<file path="config.mk">
export PLATFORM = sky130hd
export DESIGN_NAME = capture_top
export DESIGN_NICKNAME = d
export VERILOG_FILES = /design/src/rtl/capture_pkg.sv /design/src/rtl/btn_debounce.sv /design/src/rtl/capture_ctrl.sv /design/src/rtl/shot_fifo.sv /design/src/rtl/shutter_beeper.sv /design/src/rtl/capture_top.sv
export SDC_FILE = /design/constraint.sdc
export NUM_CORES = 1
export LEC_CHECK = 0
export BUFFER_PORTS_ARGS = -buffer_cell sky130_fd_sc_hd__buf_2
export CORE_UTILIZATION = 65
export CTS_BUF_LIST = sky130_fd_sc_hd__clkbuf_2
export DETAILED_ROUTE_END_ITERATION = 8
export GPL_ROUTABILITY_DRIVEN = 0
export PLACE_DENSITY = 0.91
export RECOVER_POWER = 50
export SETUP_SLACK_MARGIN = 0.5
export SYNTH_ARGS = -nofsm -noshare
export SYNTH_HDL_FRONTEND = slang
export SYNTH_HIERARCHICAL = 1
export SYNTH_SLANG_ARGS = --single-unit
export TNS_END_PERCENT = 50
</file>
<file path="constraint.sdc">
create_clock -name clk -period 3.1 [get_ports clk]
set_clock_uncertainty 0.15 [all_clocks]
set_input_delay 0 -clock clk [delete_from_list [all_inputs] [get_ports clk]]
set_output_delay 0 -clock clk [all_outputs]
set_load 0.02 [all_outputs]
</file>
<file path="src/rtl/capture_pkg.sv">
package capture_pkg;

    typedef enum logic [1:0] {
        IDLE      = 2'd0,
        COUNTDOWN = 2'd1,
        SHOOT     = 2'd2,
        DONE      = 2'd3
    } session_state_e;

    typedef enum logic [1:0] {
        TONE_OFF  = 2'd0,
        TONE_LOW  = 2'd1,
        TONE_HIGH = 2'd2
    } tone_e;

    typedef struct packed {
        logic [2:0] shot_idx;     // Shot number from 0
        logic [7:0] frame_stamp;  // v_sync edges since session start
        tone_e      tone;
    } shot_rec_t;

    // Shown on shot_num outside a session
    localparam logic [2:0] IDLE_NUM = 3'd7;

endpackage

</file>
<file path="src/rtl/btn_debounce.sv">
`timescale 1ns/1ps

module btn_debounce #(
    parameter int DEBOUNCE_DIV = 100_000
) (
    input  logic clk,
    input  logic reset,
    input  logic btn_in,
    output logic press
);

    localparam int DW = $clog2(DEBOUNCE_DIV + 1);

    logic [DW-1:0] div_cnt;
    logic          sample_en;
    logic [3:0]    history;
    logic          all_high;
    logic          all_high_d;

    // Sample enable, one cycle every DEBOUNCE_DIV clocks
    always_ff @(posedge clk, posedge reset) begin
        if (reset) begin
            div_cnt   <= '0;
            sample_en <= 1'b0;
        end else if (div_cnt == DW'(DEBOUNCE_DIV - 1)) begin
            div_cnt   <= '0;
            sample_en <= 1'b1;
        end else begin
            div_cnt   <= div_cnt + 1'b1;
            sample_en <= 1'b0;
        end
    end

    always_ff @(posedge clk, posedge reset) begin
        if (reset) begin
            history    <= '0;
            all_high_d <= 1'b0;
        end else begin
            if (sample_en) begin
                history <= {btn_in, history[3:1]};  // Newest sample at the top
            end
            all_high_d <= all_high;
        end
    end

    assign all_high = &history;
    assign press    = all_high & ~all_high_d;  // Rising edge only

endmodule

</file>
<file path="src/rtl/capture_ctrl.sv">
`timescale 1ns/1ps

module capture_ctrl #(
    parameter int NUM_SHOTS   = 6,
    parameter int SHOT_CYCLES = 300_000_000
) (
    input  logic                   clk,
    input  logic                   reset,
    input  logic                   start_press,
    input  logic                   abort_press,
    input  logic                   v_sync,
    output logic                   push,
    output capture_pkg::shot_rec_t push_rec,
    output logic                   active,
    output logic                   finish,
    output logic [2:0]             shot_num
);

    import capture_pkg::*;

    localparam int         CW       = $clog2(SHOT_CYCLES + 1);
    localparam logic [2:0] LAST_IDX = 3'(NUM_SHOTS - 1);

    session_state_e state;
    logic [CW-1:0]  cnt;
    logic [2:0]     idx;
    logic [7:0]     stamp;
    logic           v_sync_d;
    logic           shoot_now;
    tone_e          tone;

    assign active    = (state != IDLE);
    assign finish    = (state == DONE);
    assign shot_num  = active ? idx : IDLE_NUM;
    assign tone      = (idx == LAST_IDX) ? TONE_HIGH : TONE_LOW;
    assign shoot_now = (state == SHOOT) && v_sync && !abort_press;

    // Session FSM, abort wins over everything
    always_ff @(posedge clk, posedge reset) begin
        if (reset) begin
            state <= IDLE;
            cnt   <= '0;
            idx   <= '0;
        end else if (abort_press) begin
            state <= IDLE;
            cnt   <= '0;
        end else begin
            case (state)
                IDLE: begin
                    if (start_press) begin
                        state <= COUNTDOWN;
                        cnt   <= '0;
                        idx   <= '0;
                    end
                end
                COUNTDOWN: begin
                    if (cnt == CW'(SHOT_CYCLES - 1)) begin
                        state <= SHOOT;
                    end else begin
                        cnt <= cnt + 1'b1;
                    end
                end
                SHOOT: begin
                    if (v_sync) begin  // Align to frame
                        idx   <= idx + 1'b1;
                        cnt   <= '0;
                        state <= (idx == LAST_IDX) ? DONE : COUNTDOWN;
                    end
                end
                DONE: begin
                    state <= IDLE;
                end
                default: begin
                    state <= IDLE;
                end
            endcase
        end
    end

    // Frame stamp counts v_sync rising edges during a session
    always_ff @(posedge clk, posedge reset) begin
        if (reset) begin
            v_sync_d <= 1'b0;
            stamp    <= '0;
        end else begin
            v_sync_d <= v_sync;
            if ((state == IDLE) && start_press) begin
                stamp <= '0;
            end else if (active && v_sync && !v_sync_d) begin
                stamp <= stamp + 1'b1;  // Wraps at 256
            end
        end
    end

    always_ff @(posedge clk, posedge reset) begin
        if (reset) begin
            push <= 1'b0;
        end else begin
            push <= shoot_now;
        end
    end

    always_ff @(posedge clk) begin
        if (shoot_now) begin
            push_rec.shot_idx    <= idx;
            push_rec.frame_stamp <= stamp;
            push_rec.tone        <= tone;
        end
    end

endmodule

</file>
<file path="src/rtl/shot_fifo.sv">
`timescale 1ns/1ps

module shot_fifo #(
    parameter int FIFO_DEPTH = 8
) (
    input  logic                   clk,
    input  logic                   reset,
    input  logic                   push,
    input  capture_pkg::shot_rec_t push_rec,
    input  logic                   pop,
    output capture_pkg::shot_rec_t pop_rec,
    output logic                   empty,
    output logic                   dropped
);

    import capture_pkg::*;

    localparam int AW = (FIFO_DEPTH > 1) ? $clog2(FIFO_DEPTH) : 1;
    localparam int NW = $clog2(FIFO_DEPTH + 1);

    shot_rec_t     mem [FIFO_DEPTH];
    logic [AW-1:0] wr_ptr;
    logic [AW-1:0] rd_ptr;
    logic [NW-1:0] count;
    logic          full;
    logic          do_push;
    logic          do_pop;

    assign full    = (count == NW'(FIFO_DEPTH));
    assign empty   = (count == '0);
    assign do_push = push && !full;
    assign do_pop  = pop && !empty;

    always_ff @(posedge clk, posedge reset) begin
        if (reset) begin
            wr_ptr  <= '0;
            rd_ptr  <= '0;
            count   <= '0;
            dropped <= 1'b0;
        end else begin
            if (do_push) begin
                wr_ptr <= (wr_ptr == AW'(FIFO_DEPTH - 1)) ? '0 : wr_ptr + 1'b1;
            end
            if (do_pop) begin
                rd_ptr <= (rd_ptr == AW'(FIFO_DEPTH - 1)) ? '0 : rd_ptr + 1'b1;
            end
            if (do_push && !do_pop) begin
                count <= count + 1'b1;
            end else if (do_pop && !do_push) begin
                count <= count - 1'b1;
            end
            if (push && full) begin
                dropped <= 1'b1;  // Sticky until reset
            end
        end
    end

    always_ff @(posedge clk) begin
        if (do_push) begin
            mem[wr_ptr] <= push_rec;
        end
        if (do_pop) begin
            pop_rec <= mem[rd_ptr];
        end
    end

endmodule

</file>
<file path="src/rtl/shutter_beeper.sv">
`timescale 1ns/1ps

module shutter_beeper #(
    parameter int BEEP_CYCLES = 25_000_000,
    parameter int HALF_LOW    = 95_556,
    parameter int HALF_HIGH   = 47_778
) (
    input  logic                   clk,
    input  logic                   reset,
    input  logic                   empty,
    input  capture_pkg::shot_rec_t pop_rec,
    output logic                   pop,
    output capture_pkg::shot_rec_t shot_out,
    output logic                   shot_out_valid,
    output logic                   buzz
);

    import capture_pkg::*;

    typedef enum logic [1:0] {
        B_IDLE,
        B_FETCH,
        B_BEEP
    } beep_state_e;

    localparam int HALF_MAX = (HALF_LOW > HALF_HIGH) ? HALF_LOW : HALF_HIGH;
    localparam int BW       = $clog2(BEEP_CYCLES + 1);
    localparam int HW       = $clog2(HALF_MAX + 1);

    beep_state_e   state;
    logic [BW-1:0] beep_cnt;
    logic [HW-1:0] half_cnt;
    logic [HW-1:0] half_last;
    logic          tone_on;

    assign pop     = (state == B_IDLE) && !empty;
    assign tone_on = (shot_out.tone != TONE_OFF);

    always_comb begin
        case (shot_out.tone)
            TONE_HIGH: half_last = HW'(HALF_HIGH - 1);
            default:   half_last = HW'(HALF_LOW - 1);
        endcase
    end

    always_ff @(posedge clk, posedge reset) begin
        if (reset) begin
            state          <= B_IDLE;
            beep_cnt       <= '0;
            half_cnt       <= '0;
            buzz           <= 1'b0;
            shot_out_valid <= 1'b0;
        end else begin
            shot_out_valid <= 1'b0;
            case (state)
                B_IDLE: begin
                    if (!empty) begin
                        state <= B_FETCH;  // pop strobed this cycle
                    end
                end
                B_FETCH: begin
                    state          <= B_BEEP;
                    shot_out_valid <= 1'b1;
                    beep_cnt       <= '0;
                    half_cnt       <= '0;
                    buzz           <= (pop_rec.tone != TONE_OFF);
                end
                B_BEEP: begin
                    if (beep_cnt == BW'(BEEP_CYCLES - 1)) begin
                        state <= B_IDLE;
                        buzz  <= 1'b0;
                    end else begin
                        beep_cnt <= beep_cnt + 1'b1;
                        if (half_cnt == half_last) begin
                            half_cnt <= '0;
                            buzz     <= tone_on ? ~buzz : 1'b0;
                        end else begin
                            half_cnt <= half_cnt + 1'b1;
                        end
                    end
                end
                default: begin
                    state <= B_IDLE;
                    buzz  <= 1'b0;
                end
            endcase
        end
    end

    always_ff @(posedge clk) begin
        if (state == B_FETCH) begin
            shot_out <= pop_rec;  // Head record arrived last edge
        end
    end

endmodule

</file>
<file path="src/rtl/capture_top.sv">
`timescale 1ns/1ps

module capture_top #(
    parameter int DEBOUNCE_DIV = 100_000,
    parameter int NUM_SHOTS    = 6,
    parameter int SHOT_CYCLES  = 300_000_000,  // 3 s at 100 MHz
    parameter int FIFO_DEPTH   = 8,
    parameter int BEEP_CYCLES  = 25_000_000,
    parameter int HALF_LOW     = 95_556,       // Around C5
    parameter int HALF_HIGH    = 47_778        // Around C6
) (
    input  logic                   clk,
    input  logic                   reset,
    input  logic                   btn,
    input  logic                   btn_reset,
    input  logic                   v_sync,
    output logic                   active,
    output logic [2:0]             shot_num,
    output logic                   finish,
    output capture_pkg::shot_rec_t shot_out,
    output logic                   shot_out_valid,
    output logic                   buzz,
    output logic                   dropped
);

    import capture_pkg::*;

    logic      start_press;
    logic      abort_press;
    logic      push;
    shot_rec_t push_rec;
    logic      pop;
    shot_rec_t pop_rec;
    logic      empty;

    btn_debounce #(.DEBOUNCE_DIV(DEBOUNCE_DIV)) u_start_db (
        .clk   (clk),
        .reset (reset),
        .btn_in(btn),
        .press (start_press)
    );

    btn_debounce #(.DEBOUNCE_DIV(DEBOUNCE_DIV)) u_abort_db (
        .clk   (clk),
        .reset (reset),
        .btn_in(btn_reset),
        .press (abort_press)
    );

    capture_ctrl #(
        .NUM_SHOTS  (NUM_SHOTS),
        .SHOT_CYCLES(SHOT_CYCLES)
    ) u_ctrl (
        .clk        (clk),
        .reset      (reset),
        .start_press(start_press),
        .abort_press(abort_press),
        .v_sync     (v_sync),
        .push       (push),
        .push_rec   (push_rec),
        .active     (active),
        .finish     (finish),
        .shot_num   (shot_num)
    );

    shot_fifo #(.FIFO_DEPTH(FIFO_DEPTH)) u_fifo (
        .clk     (clk),
        .reset   (reset),
        .push    (push),
        .push_rec(push_rec),
        .pop     (pop),
        .pop_rec (pop_rec),
        .empty   (empty),
        .dropped (dropped)
    );

    shutter_beeper #(
        .BEEP_CYCLES(BEEP_CYCLES),
        .HALF_LOW   (HALF_LOW),
        .HALF_HIGH  (HALF_HIGH)
    ) u_beeper (
        .clk           (clk),
        .reset         (reset),
        .empty         (empty),
        .pop_rec       (pop_rec),
        .pop           (pop),
        .shot_out      (shot_out),
        .shot_out_valid(shot_out_valid),
        .buzz          (buzz)
    );

endmodule

</file>
* After elaboration in Yosys (flattened, before gate mapping)
Memories as Yosys holds them, arrays and structs flattened. A register that Yosys moved wholly into a read port is not among the register bits.
Index checks and enable logic that the tools add are counted.
Widths: inputs -> output; s select.
** Storage, ports and cells
- Bits of input ports :: 5
- Output and inout bits :: 21
- Register bits after elaboration :: 173
- ROM bits :: 0
- Latch bits :: 0
- Memory bits (writable) :: 104
- Memories :: 1
** Memories
- u_fifo.mem :: words 8, bits a word 13, rd ports 1, clocked after memory_dff 1, wr ports 1, RTL line shot_fifo.sv:21 : shot_rec_t mem [FIFO_DEPTH];
** Cells by class
- $mul :: 0
- Reduce and logical (&&, ||, !) cells :: 36
- Div/mod/pow operators :: 0
- Equality and inequality tests :: 25
- Shift operators :: 0
- $add $sub $neg :: 11
- Order comparisons :: 0
- Bitwise operators :: 7
- Mux-type cells :: 42
** Operators with widths (number)
- $mux 29 :: 4
- $pmux 29 s3 :: 1
- $mux 17 :: 5
- $add 17x1->17 const B :: 3
- $pmux 25 s2 :: 1
- $eq 17x17->1 const B :: 2
- $pmux 17 s2 :: 1
- $add 29x1->29 const B :: 1
- $eq 29x29->1 const B :: 1
- $add 25x1->25 const B :: 1
- $eq 25x25->1 const B :: 1
- $mux 25 :: 1
- $eq 17x17->1 :: 1
- $mux 2 :: 8
- $mux 8 :: 2
- $reduce_and 4->1 :: 4
- $mux 3 :: 5
- $reduce_bool 2->1 :: 7
- $logic_and 1x1->1 :: 11
- $add 3x1->3 const B :: 3
- $eq 3x3->1 const B :: 3
- $ne 3x1->1 const B :: 3
- $add 8x1->8 const B :: 1
- $eq 2x2->1 const B :: 4
- 21 further kinds :: 47

* Longest topological paths before layout
- Depth after elaboration :: 7
- Gate-level depth with buffers :: 10

* Cells and area by module
Netlist, hierarchy kept.
** Modules (own cells, without submodules)
- shot_fifo :: sequential area each 3788.6 um^2, area each 5112.4 um^2, instances 1, cells each 232
- shutter_beeper :: sequential area each 1541.5 um^2, area each 3055.4 um^2, instances 1, cells each 292
- capture_ctrl :: sequential area each 1491.4 um^2, area each 2892.8 um^2, instances 1, cells each 265
- btn_debounce :: sequential area each 575.6 um^2, area each 1036.0 um^2, instances 2, cells each 87

* Worst setup path after synthesis
No wires, ideal clock.
- Path kind :: register to register
- Start point :: register u_fifo.count[0]
- End point :: register u_fifo.count[3]
- Clock period less this slack :: 2.766 ns
- Setup time :: 0.137 ns
- Path buffers :: 0
- Cell stages (with the launch flop) :: 10
- Path slack :: 0.334 ns
- Arrival :: 2.479 ns
- Cells stage by stage :: dfrtp_1 or4b_4 nand2_2 inv_1 ha_1 inv_1 ha_1 or4_1 nand3_1 o221ai_1
** On the way
- Elaborated cells between the ends (all ways) :: 16
- Classes of those cells :: add/sub: 2; eq/ne: 1; mux: 2; reduce/logical: 11
** RTL lines
- start: declaration :: RTL line shot_fifo.sv:24 : logic [NW-1:0] count;
- start signal: assignment :: RTL line shot_fifo.sv:48 : count <= count + 1'b1;
- start signal: assignment :: RTL line shot_fifo.sv:50 : count <= count - 1'b1;
- $eq 4x4->1 (*) :: RTL line shot_fifo.sv:29 : assign full = (count == NW'(FIFO_DEPTH));
- $logic_not 1->1 (*) :: RTL line shot_fifo.sv:31 : assign do_push = push && !full;
- $logic_and 1x1->1 (*) :: RTL line shot_fifo.sv:31
- named net u_fifo.do_push :: RTL line shot_fifo.sv:26 : logic do_push;
- $logic_not 1->1 :: RTL line shot_fifo.sv:49 : end else if (do_pop && !do_push) begin
- $logic_and 1x1->1 :: RTL line shot_fifo.sv:49
- $reduce_bool 2->1 (no line)
The timed path passes the listed nets; every way through them passes the cells marked *. The select of a mux whose other input is x is not followed.
A chain may end at the register's enable or synchronous reset.

* Worst setup path in the final report
Ends and elaborated chain as after synthesis.

==> impl_metrics.yaml <==
logic_synthesis:
  ys_ff_latch: 290
  synth-main-ff-cell: "dfrtp_1"
  synth_top_cell_by_area: "edfxtp_1"
  synth_edf_count: 143
  synth_fp_nets: 988
  netlist-cell-type-count: 77
  synthTopCellsByArea: "edfxtp_1, dfrtp_1, mux4_1"
  syn_area_sq_um: 13100
  yosysWarnings: 6
  synth_seq_area_share_pct: 60.7
  syn_area_per_cell_sq_um: 13.6
  yosysTopAreaCellShare_pct: 32.7
  syn_inst: 963
  async_flop_share_pct: 50.7
setup_path:
  end_kind: "flop"
  crit_required_ns: 3.59
  crit_path_max_fanout: 5
  crit_path_start_kind: "flop"
  crit_type: "flop to flop"
  cp.arrival_ns: 3.19
power:
  leakagePower_nw: 5.75
  cellPowerDensity_nw_per_um2: 467
  ir_worst_vdd_mv: 0.311
route:
  drtPass1Iterations: 6
  dr_total_vias: 8850
  dr_wl_met3_um: 1850
  drt_iter0_markers: 674
  wl_met1_um: 10700
  drc: 0
  routed.top_layer: "met4"
  totalWireLength_um: 27900
  routed-wl-met2_um: 14100
  final_antenna_net_count: 0
  vias_per_cell: 6.38
  routedWlPerCell_um: 20.1
final_layout:
  final_layout_size_suffix_gt1_share_pct: 22.6
  mostFrequentLayoutCells: "dfrtp_1, edfxtp_1, clkbuf_2"
  area_growth_pct: 10.2
  final_common_cell: "dfrtp_1"
  nNetsFinal: 1100
clocking:
  path_clk_slew_ns: 0.13
  cts.sinks: 290
  cts_tree: "yes"
  worst_skew_pair.late_latency_ns: 0.85
  cts-buffers-inserted: 72
  clockRootBuffer: "clkbuf_2"
  htreeDepth: 3
  clockBufferDepth: 3
global_routing:
  antenna_found_initial: 1
  grt_first_pass_wirelength_um: 44200
  grt_usage_pct: 28.1
  grt_pass1_vias: 8796
  grt_max_degree: 47
  grt_overflow: 0
placement:
  pre_cts_slack_ns: 0.307
  hpwl_um: 16400
  port_buffers: 25
sta:
  max_freq_mhz: 371
  period_minus_slack_ns: 2.70
  hold_violations: 0
  slew_viol_final: 47
  finalCritPeriodShare_pct: 87.0
  holdWs_ns: 0.150
  rsz0062_at_grt: "true"
  worst_slack_ns: 0.403
  setup_violations: 0
  slew_headroom_pct: -19.5
  tns_ns: 0
  worst_slew_pin_slew_ns: 1.79
die:
  die_w_um: 144
  start_util_pct: 66.8
  fp.dieH_um: 144
  ios: 26
  coreArea_sq_um: 19700
  die_area_sq_um: 20800
  rows: 51
outcome:
  violations: "max-capacitance violations, max-slew violations"
  status: "finished, violations left"
run:
  max-cap-violations: 1
worst_hold_path:
  hold_class: "input pin to flop"
-- cells in the mapped netlist (7+ instances only) --
library cell and instances:
a211o_1 11, nor3_1 34, nor2_1 53, buf_6 9
xnor2_1 29, and4_1 11, a31oi_1 7, o31ai_1 13
mux4_1 24, buf_2 8, nand2_1 67, xor2_1 17
nand3_1 46, nor4_1 12, inv_1 25, a21oi_2 7
clkbuf_1 11, ha_1 19, and3_1 17, edfxtp_1 143
nand4_1 25, o21ai_0 25, or3_1 12, dfrtp_1 147
nor2b_1 12, or4_1 12, a21oi_1 20, mux2i_1 13
mux2_2 30
-- where the power goes --
part           internal, mW  switching (mW)  leakage, nW
combinational        0.0395          0.0707         2.03
clock                  1.08            1.48        0.502
sequential             4.05          0.0447         3.22
-- path summary, 6_finish.rpt --
kind                                          from                    end  slack (ns)  depth (start not counted)
worst min-delay path                        v_sync            u_ctrl/push        0.15                          5
min in group asynchronous                    reset        u_ctrl/stamp[2]        0.17                          4
worst min register to register  u_fifo/pop_rec[12]  u_beeper/shot_out[12]        0.27                          0
worst max-delay path               u_fifo/count[0]        u_fifo/count[3]        0.40                          9
worst max register to register     u_fifo/count[0]        u_fifo/count[3]        0.40                          9
max in group asynchronous                    reset  u_beeper/beep_cnt[11]        0.85                          4
-- sequential cells by signal (all words and copies together) (netlist names), 8 cells and up --
signal	cells
u_abort_db/div_cnt	17
u_beeper/beep_cnt	25
u_ctrl/push_rec	13
u_fifo/pop_rec	13
u_ctrl/cnt	29
u_beeper/shot_out	13
u_ctrl/stamp	8
u_fifo/mem	104
u_start_db/div_cnt	17
u_beeper/half_cnt	17
-- logic make-up (layout without fill, tap and decap cells) --
kind of cell,count (synthesis),in the layout,synth area share [%]
mux,69,69,8.71
simple gates,359,359,16.2
xor+xnor,46,46,3.07
compound gates,125,125,7.20
fa+ha+maj,20,20,1.96
buf+inv,54,213,2.16
flops,290,290,60.7
other cells,0,1,0
-- final cells by class --
cell class                      count  area [sq um]
Antenna cell                        1          2.50
Sequential cell                   290          7980
Clock inverter                     13           106
Fill cell                        1180          5180
Clock buffer                      108           541
Timing Repair Buffer               67           458
Tap cell                          265           332
Inverter                           25          96.3
Multi-Input combinational cell    619          4960
-- metal layers --
metal / track usage, % / vias to the layer above
li1: - / 3953
met4: 14.5 / 0
met2: 47.4 / 434
met3: 5.89 / 127
met5: 0 / -
met1: 34.3 / 4336
-- critical path, stage by stage, from the launching register on --
cell and delay [ns]:
dfrtp_1 0.46, or4b_4 0.62, nand2_8 0.10, inv_1 0.06, ha_4 0.17, inv_4 0.07
ha_4 0.21, or4_4 0.47, nand3_1 0.10, o221ai_1 0.12
-- timing repair --
item	in CTS	in global routing
hold buffers	8	0
gates resized for setup	7	6
setup endpoints to repair	12	27
endpoints found under the hold margin	188	0
buffers inserted	12	1
pin swaps	7	1
gates cloned	0	0
-- through the flow --
stage               util (%)  power [mW]  std cells  cell area, sq um
floorplan                  -        4.24        963             13200
global placement        69.3        4.26       1245             13600
detailed placement      69.3        4.28       1245             13600
CTS                     73.7        6.81       1386             14500
global route            73.6        7.03       1388             14500
finish                  73.6        6.77       1388             14500
No activity file was read; power rests on OpenSTA's default activity.
